$ cat config.mk
export PLATFORM = sky130hd
export DESIGN_NAME = mshr_file_flat
export DESIGN_NICKNAME = d
export VERILOG_FILES = /design/src/common/cache_pkg.sv /design/src/common/mshr_if.sv /design/src/mshr/mshr_file.sv /design/src/flat_wrapper.sv
export SDC_FILE = /design/constraint.sdc
export NUM_CORES = 2
export LEC_CHECK = 0
export CAP_MARGIN = 15
export CORE_AREA = 2 2 558 560
export DETAILED_ROUTE_END_ITERATION = 6
export DIE_AREA = 0 0 560 562
export DONT_BUFFER_PORTS = 1
export GPL_TIMING_DRIVEN = 0
export PLACE_DENSITY_LB_ADDON = 0.05
export SYNTH_ARGS = -nofsm -noshare
export SYNTH_HDL_FRONTEND = slang
export SYNTH_SLANG_ARGS = --single-unit
$ cat constraint.sdc
create_clock -name clk -period 42.2 [get_ports clk]
set_clock_uncertainty 0.2 [all_clocks]
set_input_delay 6.33 -clock clk [delete_from_list [all_inputs] [get_ports clk]]
set_output_delay 6.33 -clock clk [all_outputs]
set_load 0.02 [all_outputs]
$ cat src/common/cache_pkg.sv
/*
 * Cache geometry and address field widths
 * Shared vector typedefs, write port kinds, MSHR entry struct
 * Replacement LFSR constants
 */
package cache_pkg;

    // ==========================================================
    // Geometry
    // ==========================================================
    localparam int ADDR_W         = 20;                       // Byte address
    localparam int DATA_W         = 32;
    localparam int WORDS_PER_LINE = 8;
    localparam int LINE_W         = WORDS_PER_LINE * DATA_W;  // 32-byte line
    localparam int WORD_W         = 3;                        // Word offset in a line
    localparam int NUM_SETS       = 8;
    localparam int SET_W          = 3;
    localparam int TAG_W          = 12;                       // Above set and line offset
    localparam int BLOCK_W        = TAG_W + SET_W;            // Tag then set
    localparam int WAYS           = 4;
    localparam int WAY_W          = 2;
    localparam int NUM_MSHR       = 4;
    localparam int MSHR_W         = 2;
    localparam int ID_W           = 4;

    // Replacement LFSR, taps at bits 15, 13, 12 and 10
    localparam int                LFSR_W    = 16;
    localparam logic [LFSR_W-1:0] LFSR_SEED = 16'hACE1;
    localparam logic [LFSR_W-1:0] LFSR_TAPS = 16'hB400;

    // ==========================================================
    // Types
    // ==========================================================
    typedef logic [ADDR_W-1:0]  addr_t;
    typedef logic [DATA_W-1:0]  word_t;
    typedef logic [LINE_W-1:0]  line_t;
    typedef logic [TAG_W-1:0]   tag_t;
    typedef logic [SET_W-1:0]   set_t;
    typedef logic [BLOCK_W-1:0] block_t;
    typedef logic [WAY_W-1:0]   way_t;
    typedef logic [WORD_W-1:0]  woff_t;
    typedef logic [MSHR_W-1:0]  mshr_idx_t;
    typedef logic [ID_W-1:0]    req_id_t;

    typedef enum logic [1:0] {
        WR_WORD,   // One word, line turns dirty
        WR_LINE,   // Install a fetched line
        WR_INVAL   // Drop a way before its refill
    } wr_kind_t;

    // One outstanding miss
    typedef struct packed {
        block_t  block;      // Missed block
        woff_t   woff;
        logic    rw;         // 1 = write
        word_t   wdata;
        req_id_t id;
        way_t    way;        // Way that receives the fill
        logic    wb_needed;  // Dirty victim goes out first
        block_t  wb_block;
        line_t   wb_line;
    } mshr_entry_t;

endpackage

$ cat src/common/mshr_if.sv
/*
 * Controller to MSHR file link
 * Set probe, entry allocation and fill delivery
 */
`timescale 1ns/1ps

interface mshr_if import cache_pkg::*; ();

    // Probe and allocation from the controller
    set_t        probe_set;
    logic        alloc_en;      // Takes the lowest free entry
    mshr_entry_t alloc_entry;

    // Status back to the controller
    logic        has_free;
    logic        set_busy;      // probe_set already has a pending miss

    // Fetch response, one cycle wide
    logic        fill_valid;
    mshr_entry_t fill_entry;
    line_t       fill_line;

    modport ctrl (
        output probe_set, alloc_en, alloc_entry,
        input  has_free, set_busy,
        input  fill_valid, fill_entry, fill_line
    );

    modport file (
        input  probe_set, alloc_en, alloc_entry,
        output has_free, set_busy,
        output fill_valid, fill_entry, fill_line
    );

endinterface

$ cat src/mshr/mshr_file.sv
/*
 * Four-entry miss status holding register file
 * Free and same-set search, writeback then fetch sequencing
 * Single in-order memory request channel
 */
`timescale 1ns/1ps

module mshr_file import cache_pkg::*; (
    input  logic   clk,
    input  logic   rst_n,
    mshr_if.file   mf,
    output logic   mem_req_valid,
    output logic   mem_req_rw,
    output block_t mem_req_addr,
    output line_t  mem_req_wdata,
    input  logic   mem_resp_valid,
    input  line_t  mem_resp_rdata
);

    mshr_entry_t         ent_q [NUM_MSHR];
    logic [NUM_MSHR-1:0] valid_q;    // Entry holds a miss
    logic [NUM_MSHR-1:0] issued_q;   // Its current step is on the bus
    logic [NUM_MSHR-1:0] wbp_q;      // Writeback still owed

    logic      busy_q;               // Memory transaction in flight
    mshr_idx_t fly_q;                // Entry that owns it
    logic      fly_wb_q;             // In-flight step is a writeback

    mshr_idx_t free_idx;
    mshr_idx_t pick_idx;             // Lowest entry waiting for the bus
    logic      pick_ok;

    // ==========================================================
    // Searches
    // ==========================================================
    always_comb begin
        mf.has_free = 1'b0;
        mf.set_busy = 1'b0;
        free_idx    = '0;
        pick_idx    = '0;
        pick_ok     = 1'b0;
        for (int i = NUM_MSHR-1; i >= 0; i--) begin   // Lowest index wins
            if (!valid_q[i]) begin
                mf.has_free = 1'b1;
                free_idx    = mshr_idx_t'(i);
            end
            if (valid_q[i] && !issued_q[i]) begin
                pick_ok  = 1'b1;
                pick_idx = mshr_idx_t'(i);
            end
            if (valid_q[i] && ent_q[i].block[SET_W-1:0] == mf.probe_set) begin
                mf.set_busy = 1'b1;
            end
        end
    end

    // Fetch data goes straight to the controller
    assign mf.fill_valid = mem_resp_valid && busy_q && !fly_wb_q;
    assign mf.fill_entry = ent_q[fly_q];
    assign mf.fill_line  = mem_resp_rdata;

    // ==========================================================
    // Entry state and bus sequencing
    // ==========================================================
    always_ff @(posedge clk or negedge rst_n) begin
        if (!rst_n) begin
            valid_q       <= '0;
            issued_q      <= '0;
            wbp_q         <= '0;
            busy_q        <= 1'b0;
            fly_q         <= '0;
            fly_wb_q      <= 1'b0;
            mem_req_valid <= 1'b0;
        end else begin
            mem_req_valid <= 1'b0;                      // One-cycle pulse
            if (mf.alloc_en) begin
                valid_q[free_idx]  <= 1'b1;
                issued_q[free_idx] <= 1'b0;
                wbp_q[free_idx]    <= mf.alloc_entry.wb_needed;
            end
            if (busy_q) begin
                if (mem_resp_valid) begin
                    busy_q          <= 1'b0;
                    issued_q[fly_q] <= 1'b0;
                    if (fly_wb_q) begin
                        wbp_q[fly_q] <= 1'b0;           // Fetch comes next
                    end else begin
                        valid_q[fly_q] <= 1'b0;         // Line handed over
                    end
                end
            end else if (pick_ok) begin
                mem_req_valid      <= 1'b1;
                busy_q             <= 1'b1;
                issued_q[pick_idx] <= 1'b1;
                fly_q              <= pick_idx;
                fly_wb_q           <= wbp_q[pick_idx];
            end
        end
    end

    // Entry payload and request fields
    always_ff @(posedge clk) begin
        if (mf.alloc_en) begin
            ent_q[free_idx] <= mf.alloc_entry;
        end
        if (!busy_q && pick_ok) begin
            mem_req_rw    <= wbp_q[pick_idx];
            mem_req_addr  <= wbp_q[pick_idx] ? ent_q[pick_idx].wb_block
                                             : ent_q[pick_idx].block;
            mem_req_wdata <= ent_q[pick_idx].wb_line;   // Ignored on a fetch
        end
    end

endmodule

$ cat src/flat_wrapper.sv
// flat-port wrapper written by rule: the top's interface ports become plain ports
module mshr_file_flat import cache_pkg::*;
  (clk, rst_n, mem_req_valid, mem_req_rw, mem_req_addr, mem_req_wdata, mem_resp_valid, mem_resp_rdata, mf_probe_set, mf_alloc_en, mf_alloc_entry, mf_has_free, mf_set_busy, mf_fill_valid, mf_fill_entry, mf_fill_line);
  mshr_if mf_i ();
  input  logic clk;
  input  logic rst_n;
  output logic mem_req_valid;
  output logic mem_req_rw;
  output block_t mem_req_addr;
  output line_t mem_req_wdata;
  input  logic mem_resp_valid;
  input  line_t mem_resp_rdata;
  input wire logic [$bits(mf_i.probe_set)-1:0] mf_probe_set;
  input wire logic [$bits(mf_i.alloc_en)-1:0] mf_alloc_en;
  input wire logic [$bits(mf_i.alloc_entry)-1:0] mf_alloc_entry;
  output wire logic [$bits(mf_i.has_free)-1:0] mf_has_free;
  output wire logic [$bits(mf_i.set_busy)-1:0] mf_set_busy;
  output wire logic [$bits(mf_i.fill_valid)-1:0] mf_fill_valid;
  output wire logic [$bits(mf_i.fill_entry)-1:0] mf_fill_entry;
  output wire logic [$bits(mf_i.fill_line)-1:0] mf_fill_line;
  assign mf_i.probe_set = mf_probe_set;
  assign mf_i.alloc_en = mf_alloc_en;
  assign mf_i.alloc_entry = mf_alloc_entry;
  assign mf_has_free = mf_i.has_free;
  assign mf_set_busy = mf_i.set_busy;
  assign mf_fill_valid = mf_i.fill_valid;
  assign mf_fill_entry = mf_i.fill_entry;
  assign mf_fill_line = mf_i.fill_line;
  mshr_file u_core (.clk(clk), .rst_n(rst_n), .mf(mf_i), .mem_req_valid(mem_req_valid), .mem_req_rw(mem_req_rw), .mem_req_addr(mem_req_addr), .mem_req_wdata(mem_req_wdata), .mem_resp_valid(mem_resp_valid), .mem_resp_rdata(mem_resp_rdata));
endmodule
# After elaboration in Yosys (flattened, before gate mapping)
# Memories as Yosys holds them, arrays and structs flattened.
# Index checks and enable logic that the tools add are counted.
# word_totals
ff_bits	289
ram_bits	1316
inputBits	592
output_inout_bits	861
wordCells	99
n_memories	1
# op_classes
n_lt_le_gt_ge	6
n_eq_ne	4
mux	48
bitwise	9
reduce_logical	21
# memory_table
memory	words	word_bits	read_ports	rd_ports_with_merged_regs	wr	line_no	source
u_core.ent_q	4	329	6	0	1	mshr_file.sv:20	mshr_entry_t ent_q [NUM_MSHR];
# ops
op	count
4-bit two-way mux	12
1-bit two-way mux	22
4-bit AND	4
2-bit two-way mux	8
15-bit two-way mux	1
1-bit logical AND	14
3-bit == test	4
2-bit by 3-bit < comparator with 1-bit output, second input constant	3
4-bit NOT	2
4-bit bitwise OR	2
1-bit demux with 2-bit select	3
2-bit by 1-bit greater-or-equal comparator with 1-bit output, second input constant	3
1-bit logical NOT	6
4-bit bitwise mux	1
1-bit binary-select mux with 2-bit select	1
2-bit AND reduction	1
1-bit NOT	1

# Longest topological paths before layout
# depth
word_depth	14
mapped_depth	8

# Worst setup path after synthesis
# OpenSTA, ideal clock, no wires.
# synth_timing
kind	in2reg
start	input port mf_alloc_en
end	register u_core.issued_q[2]
setup_time_ps	1093
t_arrival_ps	32046
required_ps	40907
slack_ps	8861
path_stages	3
n_path_buf	0
cell_sequence	nand2_1 > nor3b_1 > o21ai_0
# synth_via
elab_chain_len	4
word_cells_on_any_way	6
classes_between	mux (4); bitwise (2)
# synth_lines
item	line_no	source
from (decl)	flat_wrapper.sv:14	input wire logic [$bits(mf_i.alloc_en)-1:0] mf_alloc_en;
4-bit two-way mux (*)	mshr_file.sv:76	if (mf.alloc_en) begin
4-bit bitwise OR (no source line) or 4-bit AND (tied branches)	--	
4-bit two-way mux, on equally long branches	mshr_file.sv:91, mshr_file.sv:82	
4-bit two-way mux (*)	mshr_file.sv:81	if (busy_q) begin
to (signal, indexed assignment)	mshr_file.sv:78	issued_q[free_idx] <= 1'b0;
to (signal, indexed assignment)	mshr_file.sv:84	issued_q[fly_q] <= 1'b0;
to (signal, indexed assignment)	mshr_file.sv:94	issued_q[pick_idx] <= 1'b1;
to (decl)	mshr_file.sv:22	logic [NUM_MSHR-1:0] issued_q;
# Every way passes the cells marked *; elsewhere a longest branch is shown, timed or not.
# A chain may end at the register's enable or synchronous reset.

# Worst setup path in the final report
# layout_timing
start	input port mf_probe_set[0]
end	output port mf_set_busy
# layout_via
elab_chain_len	6
word_cells_on_any_way	12
classes_between	eq/ne (4); mux (4); reduce/logical (4)
# layout_lines
item	line_no	source
from (decl)	flat_wrapper.sv:13	input wire logic [$bits(mf_i.probe_set)-1:0] mf_probe_set;
3-bit == test	mshr_file.sv:51	if (valid_q[i] && ent_q[i].block[SET_W-1:0] == mf.probe_set) begin
1-bit logical AND	mshr_file.sv:51	
1-bit two-way mux (3 in a row)	mshr_file.sv:51	
1-bit two-way mux (*)	mshr_file.sv:51	
to (decl)	flat_wrapper.sv:17	output wire logic [$bits(mf_i.set_busy)-1:0] mf_set_busy;
# Marks and branches as above.

==> impl_metrics.yaml <==
die:
  die_y_um: 562
  core_region_area_um2: 308000
  rows: 204
  start_util_pct: 21.0
  io_pins: 1453
  floorplan.die_area_um2: 315000
  fp.dieW_um: 560
layout:
  drive_gt1_share_pct: 28.0
  area_delta_synth_final_pct: 21.3
  final_core_util_pct: 25.5
  final_cell_mix: "edfxtp_1 (1588), a22oi_1 (512), mux4_2 (329)"
  nNetsFinal: 4315
  final_common_cell: "edfxtp_1"
  nFillCells: 31300
grt:
  track_usage_pct: 20.4
  grt_pass1_vias: 37800
  grt_max_degree: 79
  antenna_found_initial: 68
  grt_overflow: 0
  grt_first_pass_wirelength_um: 421000
worst_setup_path:
  crit_required_ns: 35.67
  worstPathCellList: "clkbuf_1, xnor2_1, nand4_1, nand4_1"
  cp-end-kind: "output port"
  start_kind: "primary input"
  critical_path.max_fanout: 4
  r2r_slack_ns: 37.81
  cp_slowest_stage_delay_ns: 0.41
  critPathArrivalTime_ns: 7.28
  worst_path_max_delay_cell: "nand4_1"
  crit_type: "primary input to output port"
  cp_common_cell: "nand4_1"
clocking:
  cts_made_buffers: 206
  path_clk_slew_ns: 0.06
  postCtsSetupBuffers: 0
  cts_sinks: 1605
  clkLatencyLatePin_ns: 0.85
  clockRootBuffer: "clkbuf_16"
  cts_tree: "built"
  htree_levels: 4
  ctsResizeCount: 0
  cts_hold_buffers: 0
  cts_buffer_depth: 4
timing:
  slew_headroom_pct: 19.8
  setup_viol: 0
  fin_crit_sh_pct: 32.7
  finalCriticalPeriod_ns: 13.81
  max_freq_mhz: 72.4
  rsz0062_at_grt: "false"
  worst_pin_slew_ns: 1.20
  timing.setup.tns_ns: 0
  slew_violations: 0
  hold_viol_final: 0
logic_synthesis:
  synth_xor_xnor_area_share_pct: 0.162
  ys_seq_area_share_pct: 74.2
  synth_cells: 3362
  synth_flop_cell: "edfxtp_1"
  synthAdderAreaFrac_pct: 0
  muxShareOfSynthArea_pct: 11.7
  ys.warnings.count: 0
  synth_nets: 3954
  synth_edf_count: 1588
  netlist_area_um2: 64800
  synth_compound_area_share_pct: 9.00
  synth_cell_types: 37
  syn_avg_cell_area_um2: 19.3
  synth_top_family_by_area: "multiplexers"
  synth_simple_gate_area_share_pct: 0.396
  async_flop_share_pct: 1.06
  synth-seq-cells: 1605
power:
  power_density_nw_per_um2: 86.9
  peakVddDrop_mv: 0.0345
  leakage_nw: 24.7
placement:
  io_buffers: 0
  dpl.hpwl_um: 256000
  globalplace.congestion: 0.850
detailed_routing:
  wirelength_um: 332000
  drc: 0
  drtIter0Drc: 3366
  firstDrtPassIters: 7
  vias: 36700
  wl_per_cell_um: 41.2
  ant_nets: 0
  vias_per_cell: 4.56
hold_path:
  hold_path.class: "register to register"
outcome:
  outcome: "complete, no violations"
run:
  maxCapViolations: 0
registers in the layout (all words and copies together), names as in the netlist:
register / count
u_core.fly_q: 2
u_core.wbp_q: 4
u_core.mem_req_valid: 1
u_core.issued_q: 4
u_core.busy_q: 1
u_core.mem_req_wdata: 256
u_core.valid_q: 4
u_core.mem_req_addr: 15
u_core.ent_q: 1316
u_core.mem_req_rw: 1
u_core.fly_wb_q: 1
Yosys cell counts (2+ instances only):
cell	count	area [um^2]
edfxtp_1	1588	47700
a22oi_1	512	3840
mux4_2	329	7410
o21ai_0	261	1310
buf_4	257	1930
clkbuf_1	140	526
buf_2	63	315
a22o_1	31	272
buf_1	31	116
a221oi_1	30	263
dfrtp_1	17	425
mux2i_1	16	160
nor2_1	14	52.6
nand2_1	12	45.0
xnor2_1	12	105
a21oi_1	8	40.0
nand4_1	6	37.5
nand2b_1	5	31.3
inv_1	4	15.0
nand3_1	3	15.0
nor2b_1	3	18.8
o22a_1	3	26.3
nor3_1	2	10.0
o22ai_1	2	12.5
power by group:
group	switching [mW]	internal [mW]
Combinational	1.85	0.716
Sequential	0.361	2.24
Clock	0.709	0.953
path summary, 6_finish.rpt:
kind	cells past startpoint	end	from
worst min register to register	2	u_core.issued_q[3]	u_core.issued_q[3]
worst min-delay path	2	u_core.issued_q[3]	u_core.issued_q[3]
worst max-delay path	4	mf_set_busy	mf_probe_set[0]
min in group asynchronous	0	u_core.fly_q[1]	rst_n
worst max register to register	7	u_core.mem_req_wdata[124]	u_core.valid_q[3]
max in group asynchronous	0	u_core.mem_req_valid	rst_n
per-layer routing:
| layer | part of all wire, % | vias up | GRT usage (%) | wire length [um] |
|---|---|---|---|---|
| met5 | 0.070 | - | 0 | 233 |
| met4 | 4.7 | 38 | 8.39 | 15600 |
| met3 | 10 | 404 | 9.02 | 34800 |
| met2 | 51 | 1784 | 35.8 | 168000 |
| met1 | 34 | 19700 | 21.0 | 113000 |
| li1 | - | 14800 | - | - |
metrics by stage:
step                      setup slack [ns]  cells  hold slack (ns)  total power [mW]  cell area (um^2)
after global placement              -27.08   7482            0.333              5.64             70000
after CTS                            28.42   8005            0.347              6.99             78500
after floorplan                       8.86   3362            0.264              4.10             64800
after global routing                 28.33   8016            0.365              7.12             78500
final                                28.39   8045            0.346              6.83             78600
after detailed placement             28.42   7635            0.333              5.29             72300
worst max-delay path: cells and delay by family:
kind	cells	cell delay (ns)
buffers and inverters	1	0.21
AND/OR/NAND/NOR	2	0.53
XOR/XNOR	1	0.19
area by class of cell:
type | count | area, um^2 | share of cell area [%]
diodes | 40 | 100 | 0.127
inverters | 4 | 22.5 | 0.0287
multi-input cells | 1261 | 13800 | 17.6
clock buffers | 265 | 5440 | 6.92
plain buffers | 492 | 2910 | 3.70
repair buffers | 153 | 2250 | 2.87
well taps | 4120 | 5150 | 6.56
flip-flops and latches | 1605 | 48100 | 61.2
clock inverters | 105 | 786 | 1.00
logic make-up (layout without fill, tap and decap cells):
logic type / count (synthesis) / in the layout
other cells: 0 / 40
xor+xnor: 12 / 12
mux: 346 / 346
compound gates: 853 / 853
simple gates: 50 / 50
buf+inv: 496 / 1019
flops: 1605 / 1605
Note: power is estimated with default switching activity, not from simulation.
