### src/common/cache_pkg.sv
/*
 * Cache geometry and address field widths
 * Shared vector typedefs, write port kinds, MSHR entry struct
 * Replacement LFSR constants
 */
package cache_pkg;

    // ==========================================================
    // Geometry
    // ==========================================================
    localparam int ADDR_W         = 20;                       // Byte address
    localparam int DATA_W         = 32;
    localparam int WORDS_PER_LINE = 8;
    localparam int LINE_W         = WORDS_PER_LINE * DATA_W;  // 32-byte line
    localparam int WORD_W         = 3;                        // Word offset in a line
    localparam int NUM_SETS       = 8;
    localparam int SET_W          = 3;
    localparam int TAG_W          = 12;                       // Above set and line offset
    localparam int BLOCK_W        = TAG_W + SET_W;            // Tag then set
    localparam int WAYS           = 4;
    localparam int WAY_W          = 2;
    localparam int NUM_MSHR       = 4;
    localparam int MSHR_W         = 2;
    localparam int ID_W           = 4;

    // Replacement LFSR, taps at bits 15, 13, 12 and 10
    localparam int                LFSR_W    = 16;
    localparam logic [LFSR_W-1:0] LFSR_SEED = 16'hACE1;
    localparam logic [LFSR_W-1:0] LFSR_TAPS = 16'hB400;

    // ==========================================================
    // Types
    // ==========================================================
    typedef logic [ADDR_W-1:0]  addr_t;
    typedef logic [DATA_W-1:0]  word_t;
    typedef logic [LINE_W-1:0]  line_t;
    typedef logic [TAG_W-1:0]   tag_t;
    typedef logic [SET_W-1:0]   set_t;
    typedef logic [BLOCK_W-1:0] block_t;
    typedef logic [WAY_W-1:0]   way_t;
    typedef logic [WORD_W-1:0]  woff_t;
    typedef logic [MSHR_W-1:0]  mshr_idx_t;
    typedef logic [ID_W-1:0]    req_id_t;

    typedef enum logic [1:0] {
        WR_WORD,   // One word, line turns dirty
        WR_LINE,   // Install a fetched line
        WR_INVAL   // Drop a way before its refill
    } wr_kind_t;

    // One outstanding miss
    typedef struct packed {
        block_t  block;      // Missed block
        woff_t   woff;
        logic    rw;         // 1 = write
        word_t   wdata;
        req_id_t id;
        way_t    way;        // Way that receives the fill
        logic    wb_needed;  // Dirty victim goes out first
        block_t  wb_block;
        line_t   wb_line;
    } mshr_entry_t;

endpackage

### src/common/lookup_if.sv
/*
 * Controller to tag and data store link
 * Lookup, victim candidate and array write port
 */
`timescale 1ns/1ps

interface lookup_if import cache_pkg::*; ();

    // Lookup, combinational from the CPU address
    set_t     set;
    tag_t     tag;
    woff_t    woff;
    logic     hit;
    way_t     hit_way;
    word_t    hit_word;      // Word at woff in the hit way

    // Victim candidate of the addressed set
    way_t     victim_way;
    logic     victim_valid;
    logic     victim_dirty;
    tag_t     victim_tag;
    line_t    victim_line;

    // Write port
    logic     wr_en;
    wr_kind_t wr_kind;
    set_t     wr_set;
    way_t     wr_way;
    woff_t    wr_word_off;   // WR_WORD only
    word_t    wr_word;
    tag_t     wr_tag;        // WR_LINE only
    line_t    wr_line;
    logic     wr_dirty;

    modport ctrl (
        output set, tag, woff,
        input  hit, hit_way, hit_word,
        input  victim_way, victim_valid, victim_dirty, victim_tag, victim_line,
        output wr_en, wr_kind, wr_set, wr_way, wr_word_off, wr_word,
        output wr_tag, wr_line, wr_dirty
    );

    modport store (
        input  set, tag, woff,
        output hit, hit_way, hit_word,
        output victim_way, victim_valid, victim_dirty, victim_tag, victim_line,
        input  wr_en, wr_kind, wr_set, wr_way, wr_word_off, wr_word,
        input  wr_tag, wr_line, wr_dirty
    );

endinterface

### src/common/mshr_if.sv
/*
 * Controller to MSHR file link
 * Set probe, entry allocation and fill delivery
 */
`timescale 1ns/1ps

interface mshr_if import cache_pkg::*; ();

    // Probe and allocation from the controller
    set_t        probe_set;
    logic        alloc_en;      // Takes the lowest free entry
    mshr_entry_t alloc_entry;

    // Status back to the controller
    logic        has_free;
    logic        set_busy;      // probe_set already has a pending miss

    // Fetch response, one cycle wide
    logic        fill_valid;
    mshr_entry_t fill_entry;
    line_t       fill_line;

    modport ctrl (
        output probe_set, alloc_en, alloc_entry,
        input  has_free, set_busy,
        input  fill_valid, fill_entry, fill_line
    );

    modport file (
        input  probe_set, alloc_en, alloc_entry,
        output has_free, set_busy,
        output fill_valid, fill_entry, fill_line
    );

endinterface

### src/rtl/cache_ctrl.sv
/*
 * Cache controller
 * Accept decision, hit response, MSHR allocation, fill install
 */
`timescale 1ns/1ps

module cache_ctrl import cache_pkg::*; (
    input  logic    clk,
    input  logic    rst_n,
    lookup_if.ctrl  lk,
    mshr_if.ctrl    mf,
    input  logic    cpu_req_valid,
    input  logic    cpu_req_rw,
    input  addr_t   cpu_req_addr,
    input  word_t   cpu_req_wdata,
    input  req_id_t cpu_req_id,
    output logic    cpu_req_ready,
    output logic    cpu_resp_valid,
    output logic    cpu_resp_hit,
    output word_t   cpu_resp_rdata,
    output req_id_t cpu_resp_id,
    input  logic    mem_resp_valid
);

    set_t  req_set;
    woff_t req_woff;
    logic  miss_ok;       // A miss could be taken this cycle
    logic  accept;
    line_t fill_merged;   // Fetched line with any store word in place

    // Address fields, word aligned
    assign req_woff = cpu_req_addr[2 +: WORD_W];
    assign req_set  = cpu_req_addr[WORD_W+2 +: SET_W];
    assign lk.set   = req_set;
    assign lk.tag   = cpu_req_addr[ADDR_W-1 -: TAG_W];
    assign lk.woff  = req_woff;

    // ==========================================================
    // Accept decision
    // ==========================================================
    assign mf.probe_set  = req_set;
    assign miss_ok       = mf.has_free && !mf.set_busy;
    assign cpu_req_ready = !mem_resp_valid && (lk.hit || miss_ok);  // Fill owns the arrays
    assign accept        = cpu_req_valid && cpu_req_ready;

    assign mf.alloc_en    = accept && !lk.hit;
    assign mf.alloc_entry = '{
        block:     cpu_req_addr[ADDR_W-1 -: BLOCK_W],
        woff:      req_woff,
        rw:        cpu_req_rw,
        wdata:     cpu_req_wdata,
        id:        cpu_req_id,
        way:       lk.victim_way,
        wb_needed: lk.victim_valid && lk.victim_dirty,
        wb_block:  {lk.victim_tag, req_set},
        wb_line:   lk.victim_line
    };

    // Write-allocate merge
    always_comb begin
        fill_merged = mf.fill_line;
        if (mf.fill_entry.rw) begin
            fill_merged[mf.fill_entry.woff*DATA_W +: DATA_W] = mf.fill_entry.wdata;
        end
    end

    // ==========================================================
    // Array write port
    // ==========================================================
    always_comb begin
        lk.wr_en       = 1'b0;
        lk.wr_kind     = WR_WORD;
        lk.wr_set      = req_set;
        lk.wr_way      = lk.hit_way;
        lk.wr_word_off = req_woff;
        lk.wr_word     = cpu_req_wdata;
        lk.wr_tag      = mf.fill_entry.block[BLOCK_W-1 -: TAG_W];
        lk.wr_line     = fill_merged;
        lk.wr_dirty    = mf.fill_entry.rw;
        if (mf.fill_valid) begin
            lk.wr_en   = 1'b1;
            lk.wr_kind = WR_LINE;
            lk.wr_set  = mf.fill_entry.block[SET_W-1:0];
            lk.wr_way  = mf.fill_entry.way;
        end else if (accept && lk.hit) begin
            lk.wr_en   = cpu_req_rw;            // Read hits leave the arrays alone
        end else if (accept) begin
            lk.wr_en   = 1'b1;                  // Victim line already copied
            lk.wr_kind = WR_INVAL;
            lk.wr_way  = lk.victim_way;
        end
    end

    // ==========================================================
    // Response
    // ==========================================================
    always_ff @(posedge clk or negedge rst_n) begin
        if (!rst_n) begin
            cpu_resp_valid <= 1'b0;
        end else begin
            cpu_resp_valid <= mf.fill_valid || (accept && lk.hit);
        end
    end

    // Fill and accept never share a cycle
    always_ff @(posedge clk) begin
        if (mf.fill_valid) begin
            cpu_resp_hit   <= 1'b0;
            cpu_resp_rdata <= fill_merged[mf.fill_entry.woff*DATA_W +: DATA_W];
            cpu_resp_id    <= mf.fill_entry.id;
        end else if (accept && lk.hit) begin
            cpu_resp_hit   <= 1'b1;
            cpu_resp_rdata <= cpu_req_rw ? cpu_req_wdata : lk.hit_word;
            cpu_resp_id    <= cpu_req_id;
        end
    end

endmodule

### src/flat_wrapper.sv
// flat-port wrapper written by rule: the top's interface ports become plain ports
module cache_ctrl_flat import cache_pkg::*;
  (clk, rst_n, cpu_req_valid, cpu_req_rw, cpu_req_addr, cpu_req_wdata, cpu_req_id, cpu_req_ready, cpu_resp_valid, cpu_resp_hit, cpu_resp_rdata, cpu_resp_id, mem_resp_valid, lk_set, lk_tag, lk_woff, lk_hit, lk_hit_way, lk_hit_word, lk_victim_way, lk_victim_valid, lk_victim_dirty, lk_victim_tag, lk_victim_line, lk_wr_en, lk_wr_kind, lk_wr_set, lk_wr_way, lk_wr_word_off, lk_wr_word, lk_wr_tag, lk_wr_line, lk_wr_dirty, mf_probe_set, mf_alloc_en, mf_alloc_entry, mf_has_free, mf_set_busy, mf_fill_valid, mf_fill_entry, mf_fill_line);
  lookup_if lk_i ();
  mshr_if mf_i ();
  input  logic clk;
  input  logic rst_n;
  input  logic cpu_req_valid;
  input  logic cpu_req_rw;
  input  addr_t cpu_req_addr;
  input  word_t cpu_req_wdata;
  input  req_id_t cpu_req_id;
  output logic cpu_req_ready;
  output logic cpu_resp_valid;
  output logic cpu_resp_hit;
  output word_t cpu_resp_rdata;
  output req_id_t cpu_resp_id;
  input  logic mem_resp_valid;
  output wire logic [$bits(lk_i.set)-1:0] lk_set;
  output wire logic [$bits(lk_i.tag)-1:0] lk_tag;
  output wire logic [$bits(lk_i.woff)-1:0] lk_woff;
  input wire logic [$bits(lk_i.hit)-1:0] lk_hit;
  input wire logic [$bits(lk_i.hit_way)-1:0] lk_hit_way;
  input wire logic [$bits(lk_i.hit_word)-1:0] lk_hit_word;
  input wire logic [$bits(lk_i.victim_way)-1:0] lk_victim_way;
  input wire logic [$bits(lk_i.victim_valid)-1:0] lk_victim_valid;
  input wire logic [$bits(lk_i.victim_dirty)-1:0] lk_victim_dirty;
  input wire logic [$bits(lk_i.victim_tag)-1:0] lk_victim_tag;
  input wire logic [$bits(lk_i.victim_line)-1:0] lk_victim_line;
  output wire logic [$bits(lk_i.wr_en)-1:0] lk_wr_en;
  output wire logic [$bits(lk_i.wr_kind)-1:0] lk_wr_kind;
  output wire logic [$bits(lk_i.wr_set)-1:0] lk_wr_set;
  output wire logic [$bits(lk_i.wr_way)-1:0] lk_wr_way;
  output wire logic [$bits(lk_i.wr_word_off)-1:0] lk_wr_word_off;
  output wire logic [$bits(lk_i.wr_word)-1:0] lk_wr_word;
  output wire logic [$bits(lk_i.wr_tag)-1:0] lk_wr_tag;
  output wire logic [$bits(lk_i.wr_line)-1:0] lk_wr_line;
  output wire logic [$bits(lk_i.wr_dirty)-1:0] lk_wr_dirty;
  output wire logic [$bits(mf_i.probe_set)-1:0] mf_probe_set;
  output wire logic [$bits(mf_i.alloc_en)-1:0] mf_alloc_en;
  output wire logic [$bits(mf_i.alloc_entry)-1:0] mf_alloc_entry;
  input wire logic [$bits(mf_i.has_free)-1:0] mf_has_free;
  input wire logic [$bits(mf_i.set_busy)-1:0] mf_set_busy;
  input wire logic [$bits(mf_i.fill_valid)-1:0] mf_fill_valid;
  input wire logic [$bits(mf_i.fill_entry)-1:0] mf_fill_entry;
  input wire logic [$bits(mf_i.fill_line)-1:0] mf_fill_line;
  assign lk_set = lk_i.set;
  assign lk_tag = lk_i.tag;
  assign lk_woff = lk_i.woff;
  assign lk_i.hit = lk_hit;
  assign lk_i.hit_way = lk_hit_way;
  assign lk_i.hit_word = lk_hit_word;
  assign lk_i.victim_way = lk_victim_way;
  assign lk_i.victim_valid = lk_victim_valid;
  assign lk_i.victim_dirty = lk_victim_dirty;
  assign lk_i.victim_tag = lk_victim_tag;
  assign lk_i.victim_line = lk_victim_line;
  assign lk_wr_en = lk_i.wr_en;
  assign lk_wr_kind = lk_i.wr_kind;
  assign lk_wr_set = lk_i.wr_set;
  assign lk_wr_way = lk_i.wr_way;
  assign lk_wr_word_off = lk_i.wr_word_off;
  assign lk_wr_word = lk_i.wr_word;
  assign lk_wr_tag = lk_i.wr_tag;
  assign lk_wr_line = lk_i.wr_line;
  assign lk_wr_dirty = lk_i.wr_dirty;
  assign mf_probe_set = mf_i.probe_set;
  assign mf_alloc_en = mf_i.alloc_en;
  assign mf_alloc_entry = mf_i.alloc_entry;
  assign mf_i.has_free = mf_has_free;
  assign mf_i.set_busy = mf_set_busy;
  assign mf_i.fill_valid = mf_fill_valid;
  assign mf_i.fill_entry = mf_fill_entry;
  assign mf_i.fill_line = mf_fill_line;
  cache_ctrl u_core (.clk(clk), .rst_n(rst_n), .lk(lk_i), .mf(mf_i), .cpu_req_valid(cpu_req_valid), .cpu_req_rw(cpu_req_rw), .cpu_req_addr(cpu_req_addr), .cpu_req_wdata(cpu_req_wdata), .cpu_req_id(cpu_req_id), .cpu_req_ready(cpu_req_ready), .cpu_resp_valid(cpu_resp_valid), .cpu_resp_hit(cpu_resp_hit), .cpu_resp_rdata(cpu_resp_rdata), .cpu_resp_id(cpu_resp_id), .mem_resp_valid(mem_resp_valid));
endmodule
### config.mk
export PLATFORM = sky130hd
export DESIGN_NAME = cache_ctrl_flat
export DESIGN_NICKNAME = d
export VERILOG_FILES = /design/src/common/cache_pkg.sv /design/src/common/lookup_if.sv /design/src/common/mshr_if.sv /design/src/rtl/cache_ctrl.sv /design/src/flat_wrapper.sv
export SDC_FILE = /design/constraint.sdc
export NUM_CORES = 1
export LEC_CHECK = 0
export BUFFER_PORTS_ARGS = -buffer_cell sky130_fd_sc_hd__buf_2
export CAP_MARGIN = 20
export CORE_AREA = 2 2 651 653
export CTS_CLUSTER_DIAMETER = 200
export DETAILED_ROUTE_END_ITERATION = 10
export DIE_AREA = 0 0 653 655
export GPL_TIMING_DRIVEN = 0
export SLEW_MARGIN = 30
export SYNTH_ARGS = -nofsm -noshare
export SYNTH_HDL_FRONTEND = slang
export SYNTH_SLANG_ARGS = --single-unit
### constraint.sdc
create_clock -name clk -period 7.7 [get_ports clk]
set_input_delay 0.77 -clock clk [delete_from_list [all_inputs] [get_ports clk]]
set_output_delay 0.77 -clock clk [all_outputs]
set_load 0.05 [all_outputs]
## Word level (Yosys, flattened, before mapping)

Cells that the tools add are included.
W data, S select, Z words.

- Bits in registers: 38
- Input bits: 956
- Output and inout bits: 702
- Logic and storage cells: 37

- $add $sub $neg: 1
- Shift-type cells: 3
- Muxes and demuxes: 17
- Reduce and logical (&&, ||, !) cells: 12

Operators by type and width:

| operator | count |
|---|---|
| $bwmux W256 | 1 |
| $mux W256 | 1 |
| $shift A32 B34 Y256 const A | 1 |
| $shiftx A256 B9 Y32 | 1 |
| $shiftx A32 B34 Y256 | 1 |
| $mux W32 | 3 |
| $neg A8 Y34 | 1 |
| $mux W2 | 6 |
| $mux W4 | 2 |
| $logic_and A1 B1 Y1 | 6 |
| $logic_not A1 Y1 | 3 |
| $mux W1 | 3 |
| $mux W3 | 1 |
| $logic_or A1 B1 Y1 | 2 |
| $reduce_bool A2 Y1 | 1 |

## Longest topological paths before layout

- Depth after elaboration: 8
- Depth in mapped cells: 12

## Least setup slack after synthesis

No wires, ideal clock.

- Path kind: input port to output port
- Start point: in mf_fill_entry[311]
- End point: out lk_wr_line[5]
- Data arrival time: 3.874 ns
- Data required time: 6.930 ns
- Path slack: 3.056 ns
- Stages: 11
- Path buffers: 5
- Path through: buf_2 -> inv_1 -> ha_1 -> ha_1 -> buf_2 -> nor4bb_1 -> buf_2 -> buf_4 -> nand2_1 -> clkbuf_1 -> o21ai_0

- Cells in the longest elaborated chain, start to end: 4
- Elaborated cells between the ends (all ways): 5

Ends and longest elaborated chain:

| element | line | source |
|---|---|---|
| start: declaration | flat_wrapper.sv:45 | `input wire logic [$bits(mf_i.fill_entry)-1:0] mf_fill_entry;` |
| $neg A8 Y34 * | cache_ctrl.sv:63 | `fill_merged[mf.fill_entry.woff*DATA_W +: DATA_W] = mf.fill_entry.wdata;` |
| $shiftx A32 B34 Y256 or $shift A32 B34 Y256 (tied branches) | cache_ctrl.sv:63 |  |
| $bwmux W256 * | cache_ctrl.sv:63 |  |
| $mux W256 * | cache_ctrl.sv:62 | `if (mf.fill_entry.rw) begin` |
| end: declaration | flat_wrapper.sv:37 | `output wire logic [$bits(lk_i.wr_line)-1:0] lk_wr_line;` |

Mark *: on every way between the ends. The rest lies on a longest branch, timed or not.

## Final worst setup path

- Start point: in mf_fill_entry[311]
- End point: out lk_wr_line[92]

Same word-level chain as after synthesis.

==> flow_summary.ini <==
[worst_setup_path]
worstPathMaxFanout = 10
endpoint = lk_wr_line[92]
ff2ff_setup_slack_ps = 7040
r2r_cells = 2
cp.arrival_ps = 5280
end_kind = output pin
start_kind = input port
critPathKind = in -> out
worst-endpoint-required_ps = 6930
crit_start = mf_fill_entry[311]
r2r_start = u_core.cpu_resp_hit
r2r-end = u_core.cpu_resp_hit

[place]
numPortBuffers = 1060
dp_hpwl_um = 319000
routabilityCongestion = 0.948

[pwr]
p_sw_frac = 0.700
intPower_mw = 0.901
p_seq_frac = 0.088
power_per_cell_area_mw_per_mm2 = 117
peakVddDrop_uv = 78.7
clock_power_share = 0.098
leakagePower_nw = 10.4
pwr-share-comb = 0.813
power.total_mw = 3.00
netSwitchingPower_mw = 2.10

[detailed_routing]
wirelength_um = 336000
drtPass1Iterations = 6
avgViaCountPerCell = 2.49
drt-initial-drc-count = 2359
wl_per_cell_um = 39.0
drc_errors = 0
ant_nets = 0
vias = 21462

[finish]
area_growth_pct = 105
drive_above_1_share = 0.593
nNetsFinal = 3890
fillers = 50203
multi_input_area_mm2 = 0.00743
final-seq-area_mm2 = 0.00113

[yosys]
ys_seq_area_frac = 0.0895
async_flop_share = 0.0263
synth_cell_types = 60
synthFlopType = edfxtp_1
synth_warnings = 0
synth-edff-count = 36
syn_nets = 2808
ys_seq_elements = 38
avgSynthCellArea_um2 = 6.82
netlist_area_mm2 = 0.0126
postSynthCellCount = 1846

[global_route]
grt_pass1_vias = 18025
grt_pass1_wl_um = 372000
grt_max_degree = 24
antenna_found_initial = 385
gr-total-overflow = 0
track_usage = 0.150

[sta]
finalHoldWorstSlack_ps = 164
maxSlewViolCount = 0
tns_ps = 0
rsz0062_at_grt = no
maxSlewHeadroom = 0.248
timing.fmax_mhz = 165
final-hold-violation-count = 0
setup_violations = 0
min_period_ps = 6050
min_period_over_period = 0.786
skew_ps = 0
worstMarginPinSlew_ps = 1130

[die]
core_mm2 = 0.422
die_h_um = 655
initial_core_util = 0.0299
die-area_mm2 = 0.428
fp.dieW_um = 653
rows = 239
io-pin-count = 1658

[min_path]
hold_path_class = in -> async

[clock_tree]
numCtsBuffers = 5
cts_resized = 0
cts_tree = done
cts_buffer_depth = 2
cts_root_buf = clkbuf_16
htreeDepth = 2
clkSlewWorstSetupHoldPaths_ps = 100
cts_setup_buffers = 0
hold_buffers = 0
clock_latency_ps = 370
clock_sinks = 38

[run_status]
status = complete, no violations

[flow_run]
maxCapViolCount = 0
## kinds of logic after synthesis
logic type / Yosys count / share of synthesized area
buffers and inverters: 712 / 0.336
AND/OR/NAND/NOR: 481 / 0.193
AO/OA/AOI/OAI: 456 / 0.243
multiplexers: 153 / 0.133
flip-flops: 38 / 0.0895
adder cells (fa/ha/maj): 6 / 0.00596
## Yosys cell counts, types with 3 or more instances
cell type | number | area share
nand3_1 | 47 | 0.019
a22oi_1 | 5 | 0.0030
mux2_4 | 3 | 0.0036
nor2_1 | 5 | 0.0015
inv_1 | 148 | 0.044
buf_1 | 5 | 0.0015
o2111ai_1 | 22 | 0.015
o22ai_1 | 23 | 0.011
a211oi_2 | 5 | 0.0050
ha_1 | 6 | 0.0060
nor3_1 | 4 | 0.0016
o22a_1 | 5 | 0.0035
a22o_1 | 10 | 0.0070
o311a_1 | 22 | 0.017
clkbuf_1 | 124 | 0.037
a21oi_1 | 55 | 0.022
a211oi_1 | 33 | 0.020
a221o_1 | 5 | 0.0040
mux2_2 | 103 | 0.092
and2_1 | 13 | 0.0065
and3_1 | 11 | 0.0055
nand4_1 | 22 | 0.011
nand3b_1 | 4 | 0.0024
buf_4 | 400 | 0.24
a31o_2 | 28 | 0.019
buf_2 | 34 | 0.014
nand2b_1 | 6 | 0.0030
nor2b_1 | 39 | 0.019
or2_2 | 22 | 0.011
a221oi_1 | 10 | 0.0070
a2111oi_0 | 5 | 0.0035
a21boi_0 | 44 | 0.026
mux2i_1 | 47 | 0.037
o221a_1 | 3 | 0.0027
and4_1 | 22 | 0.015
nand2_1 | 249 | 0.074
nor4_1 | 22 | 0.011
o21ai_0 | 152 | 0.060
edfxtp_1 | 36 | 0.086
a31oi_1 | 23 | 0.011
## critical path: stages
cell	delay [ps]
buf_2	200
buf_2	290
inv_1	220
ha_1	280
ha_1	180
clkbuf_1	250
nor3b_4	540
buf_6	220
clkbuf_1	530
clkbuf_1	810
nand3_1	200
nand2_1	250
buf_2	470
## flip-flops by register name (all words and copies together), names as in the netlist
signal	flops
u_core.cpu_resp_id	4
u_core.cpu_resp_valid	1
u_core.cpu_resp_hit	1
u_core.cpu_resp_rdata	32
## power groups by stage
stage	Sequential (mW)	Combinational, mW	Clock [mW]
3_3_place_gp	0.270	2.48	0
2_1_floorplan	0.364	1.21	0
6_report	0.266	2.44	0.296
4_1_cts	0.266	2.50	0.311
5_1_grt	0.268	2.52	0.311
3_5_place_dp	0.269	2.50	0
## stage by stage
stage               worst slack (ps)    util  instance area (µm²)  std cells
finish                          1650  0.0611                25800       8629
global route                    1700  0.0605                25500       8532
CTS                             1750  0.0601                25400       8472
detailed placement              1770  0.0598                25200       8464
global placement                 656  0.0589                24800       8449
floorplan                       3060       -                12600       1846
## layout by cell type (no fill, tap or decap), drive strengths merged, types with 6 or more instances in the layout
| cell type | count |
|---|---|
| o22ai | 23 |
| nand2b | 6 |
| nand3 | 48 |
| mux2i | 47 |
| ha | 6 |
| a211oi | 38 |
| a31o | 28 |
| or2 | 22 |
| a21boi | 44 |
| buf | 1515 |
| edfxtp | 36 |
| nor2 | 6 |
| a22o | 10 |
| a221oi | 10 |
| and2 | 13 |
| clkbuf | 131 |
| inv | 148 |
| nand4 | 22 |
| nor2b | 39 |
| and3 | 11 |
| diode | 157 |
| and4 | 22 |
| mux2 | 106 |
| o2111ai | 22 |
| nand2 | 249 |
| a31oi | 23 |
| nor4 | 22 |
| a21oi | 55 |
| o21ai | 152 |
| o311a | 22 |
## worst min-delay path by stage
stage,startpoint,endpoint,cells after the start
4_1_cts,rst_n,u_core.cpu_resp_valid,1
5_1_grt,rst_n,u_core.cpu_resp_valid,1
2_1_floorplan,rst_n,u_core.cpu_resp_valid,0
6_report,rst_n,u_core.cpu_resp_valid,1
3_3_place_gp,u_core.cpu_resp_hit,u_core.cpu_resp_hit,2
3_5_place_dp,u_core.cpu_resp_hit,u_core.cpu_resp_hit,2
## per-layer routing
| metal | global-route usage | wire length [µm] |
|---|---|---|
| met1 | 0.147 | 110000 |
| met2 | 0.261 | 161000 |
| met3 | 0.0941 | 50600 |
| met4 | 0.0449 | 14300 |
| met5 | 0 | 1130 |
## final cells by class
cell class              count  area share
multi-input cells        1096       0.289
plain buffers             564       0.144
clock inverters             1    0.000194
inverters                 148      0.0216
flip-flops and latches     38      0.0437
well taps                5543       0.269
diodes                    157      0.0153
repair buffers           1075       0.212
clock buffers               7     0.00554
(Power assumes the default switching activity.)
